`src/source/bridge_defs.svh`:
```
`ifndef BRIDGE_DEFS_SVH
`define BRIDGE_DEFS_SVH

// bus widths
`define ADDR_W 32
`define DATA_W 32
`define ID_W 4

// cache line geometry
`define LINE_BEATS 16
`define LINE_W 512

// arlen / awlen for a full line, 16 beats
`define BURST_LEN_LINE 15

// axi burst types
`define BURST_INCR 2'b01
`define BURST_FIXED 2'b00

// read ids, low bit picks the returning cache
`define ID_ICACHE 0
`define ID_DCACHE 1

`endif

```
`src/source/bridge_pkg.sv`:
```
`default_nettype none

`include "bridge_defs.svh"

package bridge_pkg;

	// writeback line, flat or per beat
	// word[0] sits in the low bits and goes out first
	typedef union packed
	{
		logic [`LINE_W-1:0] flat;
		logic [`LINE_BEATS-1:0][`DATA_W-1:0] word;
	} line_word_u;

	// who asked for the read
	typedef enum logic
	{
		SRC_INST = 1'b0,
		SRC_DATA = 1'b1
	} rd_src_e;

endpackage

`default_nettype wire

```
`src/source/bridge_ifs.sv`:
```
`timescale 1ns/1ps
`default_nettype none

`include "bridge_defs.svh"

// read request from arbiter to read engine
interface rd_req_if import bridge_pkg::*; ();
	logic valid; // one cycle pulse
	rd_src_e src;
	logic [`ADDR_W-1:0] addr;
	logic [2:0] size;
	logic single; // uncached, one fixed beat
	logic idle; // no read outstanding

	modport master (output valid, src, addr, size, single, input idle);
	modport slave (input valid, src, addr, size, single, output idle);
endinterface

// write request from arbiter to write engine
interface wr_req_if import bridge_pkg::*; ();
	logic valid; // one cycle pulse
	logic [`ADDR_W-1:0] addr;
	logic [2:0] size;
	logic [`DATA_W/8-1:0] strb;
	logic single;
	line_word_u line;
	logic [`DATA_W-1:0] word; // uncached word
	logic done; // pulses on b handshake

	modport master
	(
		output valid, addr, size, strb, single, line, word,
		input done
	);
	modport slave
	(
		input valid, addr, size, strb, single, line, word,
		output done
	);
endinterface

`default_nettype wire

```
`src/source/axi_cache_bridge.sv`:
```
`timescale 1ns/1ps
`default_nettype none

`include "bridge_defs.svh"

module axi_cache_bridge
(
	input wire clk,
	input wire rst,
	input wire conf_sel, // uncached access select
	// icache
	input wire ic_rd_req,
	input wire [2:0] ic_rd_type,
	input wire [`ADDR_W-1:0] ic_rd_addr,
	output logic ic_rd_rdy,
	output logic ic_ret_valid,
	output logic ic_ret_last,
	output logic [`DATA_W-1:0] ic_ret_data,
	// dcache
	input wire dc_rd_req,
	input wire [2:0] dc_rd_type,
	input wire [`ADDR_W-1:0] dc_rd_addr,
	output logic dc_rd_rdy,
	output logic dc_ret_valid,
	output logic dc_ret_last,
	output logic [`DATA_W-1:0] dc_ret_data,
	input wire dc_wr_req,
	input wire [2:0] dc_wr_type,
	input wire [`ADDR_W-1:0] dc_wr_addr,
	input wire [`DATA_W/8-1:0] dc_wr_strb,
	input wire [`LINE_W-1:0] dc_wr_data,
	input wire [`DATA_W-1:0] dc_uncache_wr_data,
	output logic dc_wr_rdy,
	// axi read
	output logic [`ID_W-1:0] arid,
	output logic [`ADDR_W-1:0] araddr,
	output logic [3:0] arlen,
	output logic [2:0] arsize,
	output logic [1:0] arburst,
	output logic arvalid,
	input wire arready,
	input wire [`ID_W-1:0] rid,
	input wire [`DATA_W-1:0] rdata,
	input wire rlast,
	input wire rvalid,
	// axi write
	output logic [`ADDR_W-1:0] awaddr,
	output logic [3:0] awlen,
	output logic [2:0] awsize,
	output logic [1:0] awburst,
	output logic awvalid,
	input wire awready,
	output logic [`DATA_W-1:0] wdata,
	output logic [`DATA_W/8-1:0] wstrb,
	output logic wlast,
	output logic wvalid,
	input wire wready,
	input wire bvalid
);

	rd_req_if rd_bus ();
	wr_req_if wr_bus ();

	request_arbiter u_arb
	(
		.clk, .rst, .conf_sel,
		.ic_rd_req, .ic_rd_type, .ic_rd_addr,
		.dc_rd_req, .dc_rd_type, .dc_rd_addr,
		.dc_wr_req, .dc_wr_type, .dc_wr_addr, .dc_wr_strb,
		.dc_wr_data (dc_wr_data), // flat line into the union port
		.dc_uncache_wr_data,
		.ic_rd_rdy, .dc_rd_rdy, .dc_wr_rdy,
		.rd (rd_bus.master),
		.wr (wr_bus.master)
	);

	read_engine u_rd
	(
		.clk, .rst,
		.rd (rd_bus.slave),
		.arid, .araddr, .arlen, .arsize, .arburst, .arvalid, .arready,
		.rid, .rdata, .rlast, .rvalid,
		.ic_ret_valid, .ic_ret_last, .ic_ret_data,
		.dc_ret_valid, .dc_ret_last, .dc_ret_data
	);

	write_engine u_wr
	(
		.clk, .rst,
		.wr (wr_bus.slave),
		.awaddr, .awlen, .awsize, .awburst, .awvalid, .awready,
		.wdata, .wstrb, .wlast, .wvalid, .wready,
		.bvalid
	);

endmodule

`default_nettype wire

```
`src/source/read_engine.sv`:
```
`timescale 1ns/1ps
`default_nettype none

`include "bridge_defs.svh"

module read_engine import bridge_pkg::*;
(
	input wire clk,
	input wire rst,
	rd_req_if.slave rd,
	output logic [`ID_W-1:0] arid,
	output logic [`ADDR_W-1:0] araddr,
	output logic [3:0] arlen,
	output logic [2:0] arsize,
	output logic [1:0] arburst,
	output logic arvalid,
	input wire arready,
	input wire [`ID_W-1:0] rid,
	input wire [`DATA_W-1:0] rdata,
	input wire rlast,
	input wire rvalid,
	output logic ic_ret_valid,
	output logic ic_ret_last,
	output logic [`DATA_W-1:0] ic_ret_data,
	output logic dc_ret_valid,
	output logic dc_ret_last,
	output logic [`DATA_W-1:0] dc_ret_data
);

	localparam logic [1:0] ST_IDLE = 2'd0;
	localparam logic [1:0] ST_ADDR = 2'd1;
	localparam logic [1:0] ST_DATA = 2'd2;

	logic [1:0] state;

	always_ff @(posedge clk)
	begin
		if (!rst)
			state <= ST_IDLE;
		else
		begin
			case (state)
				ST_IDLE: if (rd.valid) state <= ST_ADDR;
				ST_ADDR: if (arready) state <= ST_DATA; // arvalid is high here
				ST_DATA: if (rvalid && rlast) state <= ST_IDLE;
				default: state <= ST_IDLE;
			endcase
		end
	end

	// ar fields held from the accepted request until the next one
	always_ff @(posedge clk)
	begin
		if (state == ST_IDLE && rd.valid)
		begin
			arid <= (rd.src == SRC_INST) ? `ID_W'(`ID_ICACHE) : `ID_W'(`ID_DCACHE);
			araddr <= rd.addr;
			arsize <= rd.size;
			arlen <= rd.single ? 4'd0 : 4'(`BURST_LEN_LINE);
			arburst <= rd.single ? `BURST_FIXED : `BURST_INCR;
		end
	end

	assign arvalid = (state == ST_ADDR);
	assign rd.idle = (state == ST_IDLE);

	// beats routed by low id bit
	assign ic_ret_valid = (state == ST_DATA) && rvalid && !rid[0];
	assign dc_ret_valid = (state == ST_DATA) && rvalid && rid[0];
	assign ic_ret_last = ic_ret_valid && rlast;
	assign dc_ret_last = dc_ret_valid && rlast;
	assign ic_ret_data = rdata;
	assign dc_ret_data = rdata;

endmodule

`default_nettype wire

```
`src/source/request_arbiter.sv`:
```
`timescale 1ns/1ps
`default_nettype none

`include "bridge_defs.svh"

module request_arbiter import bridge_pkg::*;
(
	input wire clk,
	input wire rst,
	input wire conf_sel,
	input wire ic_rd_req,
	input wire [2:0] ic_rd_type,
	input wire [`ADDR_W-1:0] ic_rd_addr,
	input wire dc_rd_req,
	input wire [2:0] dc_rd_type,
	input wire [`ADDR_W-1:0] dc_rd_addr,
	input wire dc_wr_req,
	input wire [2:0] dc_wr_type,
	input wire [`ADDR_W-1:0] dc_wr_addr,
	input wire [`DATA_W/8-1:0] dc_wr_strb,
	input wire line_word_u dc_wr_data,
	input wire [`DATA_W-1:0] dc_uncache_wr_data,
	output logic ic_rd_rdy,
	output logic dc_rd_rdy,
	output logic dc_wr_rdy,
	rd_req_if.master rd,
	wr_req_if.master wr
);

	logic wr_pend; // write in flight, blocks reads and writes
	logic rd_ok;
	logic ic_take;
	logic dc_take;
	logic wr_take;

	// valid still high means the engine has not dropped idle yet
	assign rd_ok = rd.idle && !rd.valid && !wr_pend;
	assign ic_rd_rdy = rd_ok;
	assign dc_rd_rdy = rd_ok && !ic_rd_req; // icache wins
	assign dc_wr_rdy = !wr_pend;

	assign ic_take = ic_rd_req && ic_rd_rdy;
	assign dc_take = dc_rd_req && dc_rd_rdy;
	assign wr_take = dc_wr_req && dc_wr_rdy;

	always_ff @(posedge clk)
	begin
		if (!rst)
		begin
			rd.valid <= 1'b0;
			wr.valid <= 1'b0;
			wr_pend <= 1'b0;
		end
		else
		begin
			rd.valid <= ic_take || dc_take;
			wr.valid <= wr_take;
			if (wr_take)
				wr_pend <= 1'b1;
			else if (wr.done)
				wr_pend <= 1'b0; // b handshake seen
		end
	end

	// winning read request
	always_ff @(posedge clk)
	begin
		if (ic_take)
		begin
			rd.src <= SRC_INST;
			rd.addr <= ic_rd_addr;
			rd.size <= ic_rd_type;
			rd.single <= 1'b0; // instruction fetch always a line
		end
		else if (dc_take)
		begin
			rd.src <= SRC_DATA;
			rd.addr <= dc_rd_addr;
			rd.size <= dc_rd_type;
			rd.single <= conf_sel;
		end
	end

	// write capture, line and uncached word together
	always_ff @(posedge clk)
	begin
		if (wr_take)
		begin
			wr.addr <= dc_wr_addr;
			wr.size <= dc_wr_type;
			wr.strb <= dc_wr_strb;
			wr.single <= conf_sel;
			wr.line <= dc_wr_data;
			wr.word <= dc_uncache_wr_data;
		end
	end

endmodule

`default_nettype wire

```
`src/source/write_engine.sv`:
```
`timescale 1ns/1ps
`default_nettype none

`include "bridge_defs.svh"

module write_engine import bridge_pkg::*;
(
	input wire clk,
	input wire rst,
	wr_req_if.slave wr,
	output logic [`ADDR_W-1:0] awaddr,
	output logic [3:0] awlen,
	output logic [2:0] awsize,
	output logic [1:0] awburst,
	output logic awvalid,
	input wire awready,
	output logic [`DATA_W-1:0] wdata,
	output logic [`DATA_W/8-1:0] wstrb,
	output logic wlast,
	output logic wvalid,
	input wire wready,
	input wire bvalid
);

	localparam int IDX_W = $clog2(`LINE_BEATS);
	localparam logic [IDX_W-1:0] LAST_IDX = IDX_W'(`LINE_BEATS - 1);

	localparam logic [1:0] ST_IDLE = 2'd0;
	localparam logic [1:0] ST_ADDR = 2'd1;
	localparam logic [1:0] ST_DATA = 2'd2;
	localparam logic [1:0] ST_RESP = 2'd3;

	logic [1:0] state;
	logic [IDX_W-1:0] beat_idx; // next word to send
	logic single_q;
	line_word_u line_buf;

	always_ff @(posedge clk)
	begin
		if (!rst)
		begin
			state <= ST_IDLE;
			beat_idx <= '0;
		end
		else
		begin
			case (state)
				ST_IDLE:
				begin
					beat_idx <= '0;
					if (wr.valid)
						state <= ST_ADDR;
				end
				ST_ADDR:
					if (awready)
						state <= ST_DATA;
				ST_DATA:
				begin
					if (wready)
					begin
						if (wlast)
							state <= ST_RESP;
						else
							beat_idx <= beat_idx + 1'b1;
					end
				end
				ST_RESP:
					if (bvalid)
						state <= ST_IDLE;
				default: state <= ST_IDLE;
			endcase
		end
	end

	// capture request, uncached word goes into beat 0
	always_ff @(posedge clk)
	begin
		if (state == ST_IDLE && wr.valid)
		begin
			awaddr <= wr.addr;
			awsize <= wr.size;
			awlen <= wr.single ? 4'd0 : 4'(`BURST_LEN_LINE);
			awburst <= wr.single ? `BURST_FIXED : `BURST_INCR;
			wstrb <= wr.strb;
			single_q <= wr.single;
			line_buf.flat <= wr.line.flat;
			if (wr.single)
				line_buf.word[0] <= wr.word;
		end
	end

	assign awvalid = (state == ST_ADDR);
	assign wvalid = (state == ST_DATA);
	assign wdata = line_buf.word[beat_idx];
	assign wlast = single_q || (beat_idx == LAST_IDX);

	// bready is tied high on the bus side
	assign wr.done = (state == ST_RESP) && bvalid;

endmodule

`default_nettype wire
```
`config.mk`:
```
export PLATFORM = sky130hd
export DESIGN_NAME = axi_cache_bridge
export DESIGN_NICKNAME = d
export VERILOG_FILES = /design/src/source/bridge_pkg.sv /design/src/source/bridge_ifs.sv /design/src/source/axi_cache_bridge.sv /design/src/source/read_engine.sv /design/src/source/request_arbiter.sv /design/src/source/write_engine.sv
export VERILOG_INCLUDE_DIRS = /design/src /design/src/source
export SDC_FILE = /design/constraint.sdc
export NUM_CORES = 1
export LEC_CHECK = 0
export BUFFER_PORTS_ARGS = -buffer_cell sky130_fd_sc_hd__buf_4
export CELL_PAD_IN_SITES_DETAIL_PLACEMENT = 1
export CELL_PAD_IN_SITES_GLOBAL_PLACEMENT = 2
export CORE_AREA = 2 2 354 356
export CTS_CLUSTER_SIZE = 24
export DETAILED_ROUTE_END_ITERATION = 10
export DIE_AREA = 0 0 356 358
export PLACE_DENSITY_LB_ADDON = 0.1
export REMOVE_ABC_BUFFERS = 1
export SLEW_MARGIN = 10
export SYNTH_ARGS = -nofsm -noshare
export SYNTH_HDL_FRONTEND = slang
export SYNTH_SLANG_ARGS = --single-unit
```
`constraint.sdc`:
```
create_clock -name clk -period 50.6 [get_ports clk]
set_input_delay 10.12 -clock clk [delete_from_list [all_inputs] [get_ports clk]]
set_output_delay 10.12 -clock clk [all_outputs]
set_load 0.03 [all_outputs]
```
==> run summary, run 1 <==
The flow ran to the end, and the final reports show no timing, DRC or antenna violations. CTS saw 1222 sinks. At the later pin of the worst-skew pair, clock insertion delay measures 0.75 ns. The average wire per standard cell works out to 25.4 um. The reg-to-reg critical path startpoint was u_arb.wr_pend. After synthesis, the largest area contributor takes up 85.2% of total cell area.

Library cell with the largest summed area after synthesis: edfxtp_1. The worst register-to-register path ends at u_arb.wr.word[3]. In the final design database the tool counted 3378 nets. Clock skew on the completed layout was measured at 0.0220 ns. The congestion estimate from routability-driven global placement came to 0.758. Synthesis handed over a netlist of 1847 instances.

At the pin with the least slew margin, the transition time is 1.11 ns. The final critical path takes up 40.9% of the cycle. The worst-case IR drop observed on VDD is 0.0320 mV.

The horizontal die dimension is 356 um, and the global route total overflow is 0. Dominant cell type by count on the critical path: buf_4. The cell area that synthesis handed to floorplanning was 0.0426 mm^2. STA puts the critical path data required time at 40.48 ns. The synthesized design contains 1209 enable-type register cells.

The final-report max-slew violation count came out at 0. The logs give 1224 for the DRC marker count from the first detailed-route iteration and 0 for the number of synthesis warnings. The via count came out at 20400. The tools report the kind of capture point of the worst setup path as an output port.

The run gives 4424 as the final non-filler cell total. The y dimension of the die was 358 um; the distinct cell type count of the synthesized netlist was 41. Detailed routing placed a total of 11300 um of wire on met3. The post-detailed-route via-to-cell ratio is 4.61, and the final standard cell utilization of the core is 44.0%. The tools report the number of I/O pins as 898.

Yosys attributes the largest share of cell area to edfxtp_1 85%, mux4_2 3.8%, mux2i_1 3.3%, buf_4 1.5%, mux2_2 1.3%. The class of the most critical hold timing path is flip-flop to flip-flop. The clock period minus final worst setup slack came out at 20.71 ns. Entering global routing, the biggest net connects 174 pins. Setup violations remaining at the end of the flow were counted as 0. Global routing consumed, over all layers together, 17.3% of the routing resources. The slowest library cell on the worst path was buf_4. The logs give 41100 um for the routed length on met1 and 0 ns for the setup total negative slack. The logs give 26.0% for the normalized max-slew margin and 0 for the number of nets still failing antenna checks after routing. The tools report the initial antenna violation count as 36. The number of clock buffers added by TritonCTS is 136. For the H-tree depth, the log shows 4.

Ranked by instance count, the synthesized netlist is headed by 1209 x edfxtp_1, 141 x mux2i_1, 84 x buf_4, 72 x mux4_2, 57 x a22oi_1. The die covers 0.127 mm^2. The number of synthesized register bits was 1222; the setup fix buffers added after clock tree synthesis was 0. The count of cells resized by post-cts repair was 0; the register clock-pin slew on the reported worst setup and hold paths was 0.06 ns. The largest buffer count on any clock path was 3. For hold timing, the worst endpoint is u_wr.line_buf[370].

On the worst path, the slowest cell contributes a delay of 0.18 ns. The met2 layer wire length in the routed design is 57800 um. The total area inside the core boundary comes to 0.123 mm^2. The most common cell in the netlist is edfxtp_1.

Number of global-route vias before repair: 22300. TritonCTS built the clock tree. The total count of hold-check failures in the final report was 0. Flop-to-flop setup slack: 46.43 ns. Walking the worst path, the cells encountered are buf_4 -> nand2_1 -> nor2_1 -> buf_4.

Power spread over the standard cell area amounts to 43.1 mW/mm^2. After detailed routing, the number of remaining DRC violations is 0. After synthesis, flip-flops and latches occupy 85.8% of the total area. Averaged over all synthesized cells, the footprint is 23.1 um^2. The highest clock rate was 48.3 MHz. In this run, placement finished with an instance count of 4170. The first TritonRoute pass finished after 5 iterations. For this run, the leading register cell type out of synthesis is edfxtp_1.

Proportion of layout cells with a drive suffix above 1: 41.8%. Largest fanout on the critical path: 3. Data arrives at the worst endpoint at 10.59 ns. The startpoint identified for the worst hold timing path is u_arb.wr.line[370]. The share of async-settable or async-resettable flops after synthesis was 0%; the static leakage was 0.0188 uW. The kind of critical path was primary input to output port. For the worst flop-to-flop path, the logic depth is 5. The worst hold path passes through 0 cells. Summed over all layers, the routed wires come to 113000 um. For this configuration, the core starts out at a cell density of 34.6%. The clock root buffer is clkbuf_16. Uppermost metal layer occupied by signal nets: met5. The global-route wire length before repair came out at 155000 um. Startpoint type of the worst setup path: a primary input. The layout overhead on the synthesized area works out to 27.3%. The HPWL after detailed placement is 76700 um. The tools report the quantity of hold-fixing buffers added after cts as 0. Setup repair after global routing left no endpoint under its margin. Across the run, the number of max-cap violations was 0.

The count of buffers added on input and output ports is 793. In this run the core area contains 129 standard-cell rows.
-- worst max-delay path by stage --
stage          startpoint             end  slack (ns)  cells past startpoint
2_1_floorplan   dc_wr_req  u_arb.wr.valid       13.70                      2
3_3_place_gp       rvalid     ic_ret_last       29.87                      4
3_5_place_dp       rvalid    ic_ret_valid       29.87                      4
4_1_cts            rvalid    ic_ret_valid       29.87                      4
5_1_grt            rvalid    ic_ret_valid       29.84                      4
6_report           rvalid    ic_ret_valid       29.89                      4
-- cells in the final DEF (no fill, tap or decap), types with 3 or more instances in the layout --
cell type   instances
edfxtp_1         1209
buf_4             816
mux2i_1           141
clkbuf_16         139
mux4_2             72
a22oi_1            57
mux2_2             51
clkbuf_1           33
nand3_1            32
o21ai_0            30
clkinv_1           26
clkinv_2           25
mux2_4             17
nor2_1             14
inv_1              13
dfxtp_1             9
o22ai_1             8
diode_2             7
a21oi_1             7
nand2_1             6
ha_1                6
clkinvlp_4          6
conb_1              5
bufinv_16           5
inv_6               4
clkinv_8            4
dfxtp_4             4
nor2b_4             3
nor2b_1             3
nand2b_1            3
and2_1              3
buf_12              3
-- per-layer routing --
layer,track usage (%),vias up
met2,29.8,697
met3,8.20,203
met1,18.9,10400
met4,5.30,58
met5,0.407,-
li1,-,9070
-- critical path: cells and delay by family --
kind	cells	cell delay, ns
AND/OR/NAND/NOR	2	0.20
buffers and inverters	2	0.27
-- cell families (layout without fill, tap and decap cells) --
kind of cell | after synthesis | after routing | synth area share [%]
simple gates | 74 | 74 | 0.910
other cells | 1 | 12 | 0.00880
mux | 281 | 281 | 9.06
buf+inv | 151 | 1080 | 2.28
compound gates | 112 | 112 | 1.75
flops | 1222 | 1222 | 85.8
fa+ha+maj | 6 | 6 | 0.176
-- state kept, by name (all words and copies together) (netlist names), 2 cells and up --
register       flops
u_arb.wr.line    512
u_wr.line_buf    512
u_arb.rd.addr     32
u_arb.wr.addr     32
u_arb.wr.word     32
u_rd.araddr       32
u_wr.awaddr       32
u_arb.wr.strb      4
u_wr.beat_idx      4
u_wr.wstrb         4
u_arb.rd.size      3
u_arb.wr.size      3
u_rd.arsize        3
u_wr.awsize        3
u_rd.state         2
u_wr.state         2
-- report_power, final --
| group | switching [uW] | internal, uW |
|---|---|---|
| Sequential | 20.1 | 1210 |
| Combinational | 96.7 | 72.5 |
| Clock | 401 | 534 |
-- final cells by class --
cell class	instances	area [um^2]
fill	11700	69100
sequential	1222	36600
timing repair buffer	819	6190
multi-input combinational	478	5130
clock buffer	172	3600
tap	1637	2050
clock inverter	75	634
inverter	14	52.6
antenna	7	17.5
-- stage by stage --
stage	hold WS (ns)	cell area, um^2	power, uW	setup slack [ns]
3_5_place_dp	0.405	50000	1430	29.87
2_1_floorplan	0.400	41700	1390	13.70
6_report	0.408	54300	2340	29.89
4_1_cts	0.411	54200	2380	29.87
5_1_grt	0.416	54300	2430	29.84
3_3_place_gp	0.400	50000	1420	29.87
Power figures use the tool's default switching activity.
==> run 2, diff against run 1 <==
CORE_AREA = not set   (was 2 2 354 356)
CORE_ASPECT_RATIO = 0.8   (was not set)
CORE_UTILIZATION = 37   (was not set)
DIE_AREA = not set   (was 0 0 356 358)
clock period = 17.4 ns   (was 50.6 ns; I/O delays follow)
==> run summary, run 2 (synthesis results as in run 1) <==
Number of buffers inserted by port buffering: 793. For the final non-filler cell total, the log shows 4278. The initial antenna violation count was 35; the y dimension of the die was 306 um. The count of cells resized by post-cts repair is 0, and the highest clock rate is 126 MHz. The largest net degree at the start of global routing came out at 179. The total count of hold-check failures in the final report was 0. Setup repair after global routing left no endpoint under its margin. For the number of cell rows, the log shows 110. STA puts the critical path data arrival time at 4.43 ns. The run gives 0.412 ns as the worst hold slack. The run finished with clean final reports.

For this configuration, the core starts out at a cell density of 37.6%. The data required time at the worst endpoint is 13.92 ns, and the horizontal die dimension is 381 um. The finished cells cover 0.0536 mm^2. The count of clock tree sinks was 1222; the final clock skew was 0.0269 ns. For the pin with the worst max-slew slack, the measured transition is 1.14 ns. The final-report max-slew violation count is 0.

The peak supply drop was 0.0875 mV; the global route total overflow was 0. The average wire per standard cell is 25.7 um. The critical path starts at u_wr.beat_idx[0]. The first routing iteration left 1183 violations. In this run the worst hold path is classified as flip-flop to flip-flop.

The flop-to-flop setup slack is 12.03 ns. By startpoint and endpoint, the worst setup path is classified as flip-flop to output port. The largest registers in the layout are u_arb.wr.line (512), u_wr.line_buf (512). Summed over all failing endpoints, the final setup total negative slack is 0 ns.

The aggregate routed wire length is 110000 um, and the post-route clock period utilization is 45.5%. The tools report the reg-to-reg critical path startpoint as u_wr.state[0]. The count of TritonRoute iterations in the first routing pass is 4, and the H-tree depth is 3. Once placement completed, the tool counted placed cells totaling 4045. The worst path in the final design needs a cycle of 7.91 ns, including I/O delays and setup.

Using the TritonRoute via totals, the vias-per-cell ratio works out to 4.74. The global-route wire length before repair was 154000 um; the reported max-cap violation count was 0. In this run the post-CTS setup repair buffer count came out at 0. The worst setup path is launched from a flip-flop.

The detailed-route DRC error count is 0. The core footprint was 0.113 mm^2; the largest buffer count on any clock path was 3. The library cell used most frequently in the layout, excluding fill and tap cells, is edfxtp_1. The number of nets at the end of the flow came out at 3362.

Clock-pin slew was measured on the worst setup and hold paths at 0.06 ns. The number of I/O pins was 898; the quantity of hold-fixing buffers added after cts was 0. The kind of capture point of the worst setup path was an output port. After legalization and detailed placement, the total HPWL measured 74200 um. Summed over all cells, the static leakage comes to 0.0186 uW.

Dividing total power by cell area gives a power density of 122 mW/mm^2. Number of global-route vias before repair: 22000. The cell sitting at the root of the clock tree is a clkbuf_16. For the number of nets still failing antenna checks after routing, the log shows 0. Overall track demand over capacity in global routing: 18.6%. For the full die area, the log shows 0.117 mm^2.

Setup violations remaining at the end of the flow were counted as 0. The worst pin sits at a relative slew slack of 24.1%. Compared with the post-synthesis result, the final layout area differs by 25.8%.

The number of buffers created by CTS was 120. The top cell types in the final layout, fill and taps aside, are 1209 x edfxtp_1, 816 x buf_4, 141 x mux2i_1. The final route contains 20300 vias. The largest fanout on the critical path was 43. The clock latency at the later pin of the worst-skew pair is 0.74 ns, and the standard cell area after detailed placement is 0.0498 mm^2. TritonCTS built the clock tree.

The worst hold path begins at u_arb.wr.line[415]. The routability congestion estimate was 0.783; the proportion of layout cells with a drive suffix above 1 was 41.5%.
[run 2: cell count changes in the layout (fill, tap and decap cells not counted), sizes merged]
| cell | delta |
|---|---|
| inv | -1 |
| clkinvlp | -3 |
| bufinv | +3 |
| diode | +4 |
| clkbuf | -23 |
| clkinv | -1 |
[run 2: path summary, 6_finish.rpt]
kind         depth (start not counted)                 end
min                                  0  u_wr.line_buf[415]
max                                  6            wdata[4]
min reg2reg                          0  u_wr.line_buf[415]
max reg2reg                          7     u_wr.awaddr[17]
[run 2: metal layers]
metal / global-route usage [%] / vias up / part of all wire [%]
met2: 31.5 / 674 / 51
met5: 0.247 / - / 0.28
met1: 21.4 / 10300 / 37
met4: 5.00 / 50 / 2.0
li1: - / 9038 / -
met3: 8.15 / 183 / 9.5
[run 2: cell type report]
class,count,area [um^2]
Antenna cell,11,27.5
Clock buffer,149,3130
Clock inverter,73,598
Fill cell,10500,59700
Inverter,14,52.6
Multi-Input combinational cell,478,5130
Sequential cell,1222,36600
Tap cell,1512,1890
Timing Repair Buffer,819,6190
[run 2: stage by stage]
stage                     total power, uW  setup WS, ns  util (%)
after floorplan                      4050        -12.86         -
after global placement               4120          9.97      44.0
after detailed placement             4150          9.97      44.0
after CTS                            6670          9.19      47.3
after global routing                 6790          8.98      47.3
final                                6560          9.49      47.3
[run 2: critical path: stages, from the launching register on]
cell     delay, ns
dfxtp_4       0.87
buf_4         0.79
buf_4         0.84
mux4_2        0.61
mux2i_1       0.15
o21ai_0       0.11
buf_4         0.23
[run 2: power by group]
| part | leakage (uW) | internal (uW) | switching, uW |
|---|---|---|---|
| Sequential | 0.0114 | 3520 | 61.1 |
| Combinational | 0.00534 | 211 | 277 |
| Clock | 0.00184 | 1390 | 1100 |
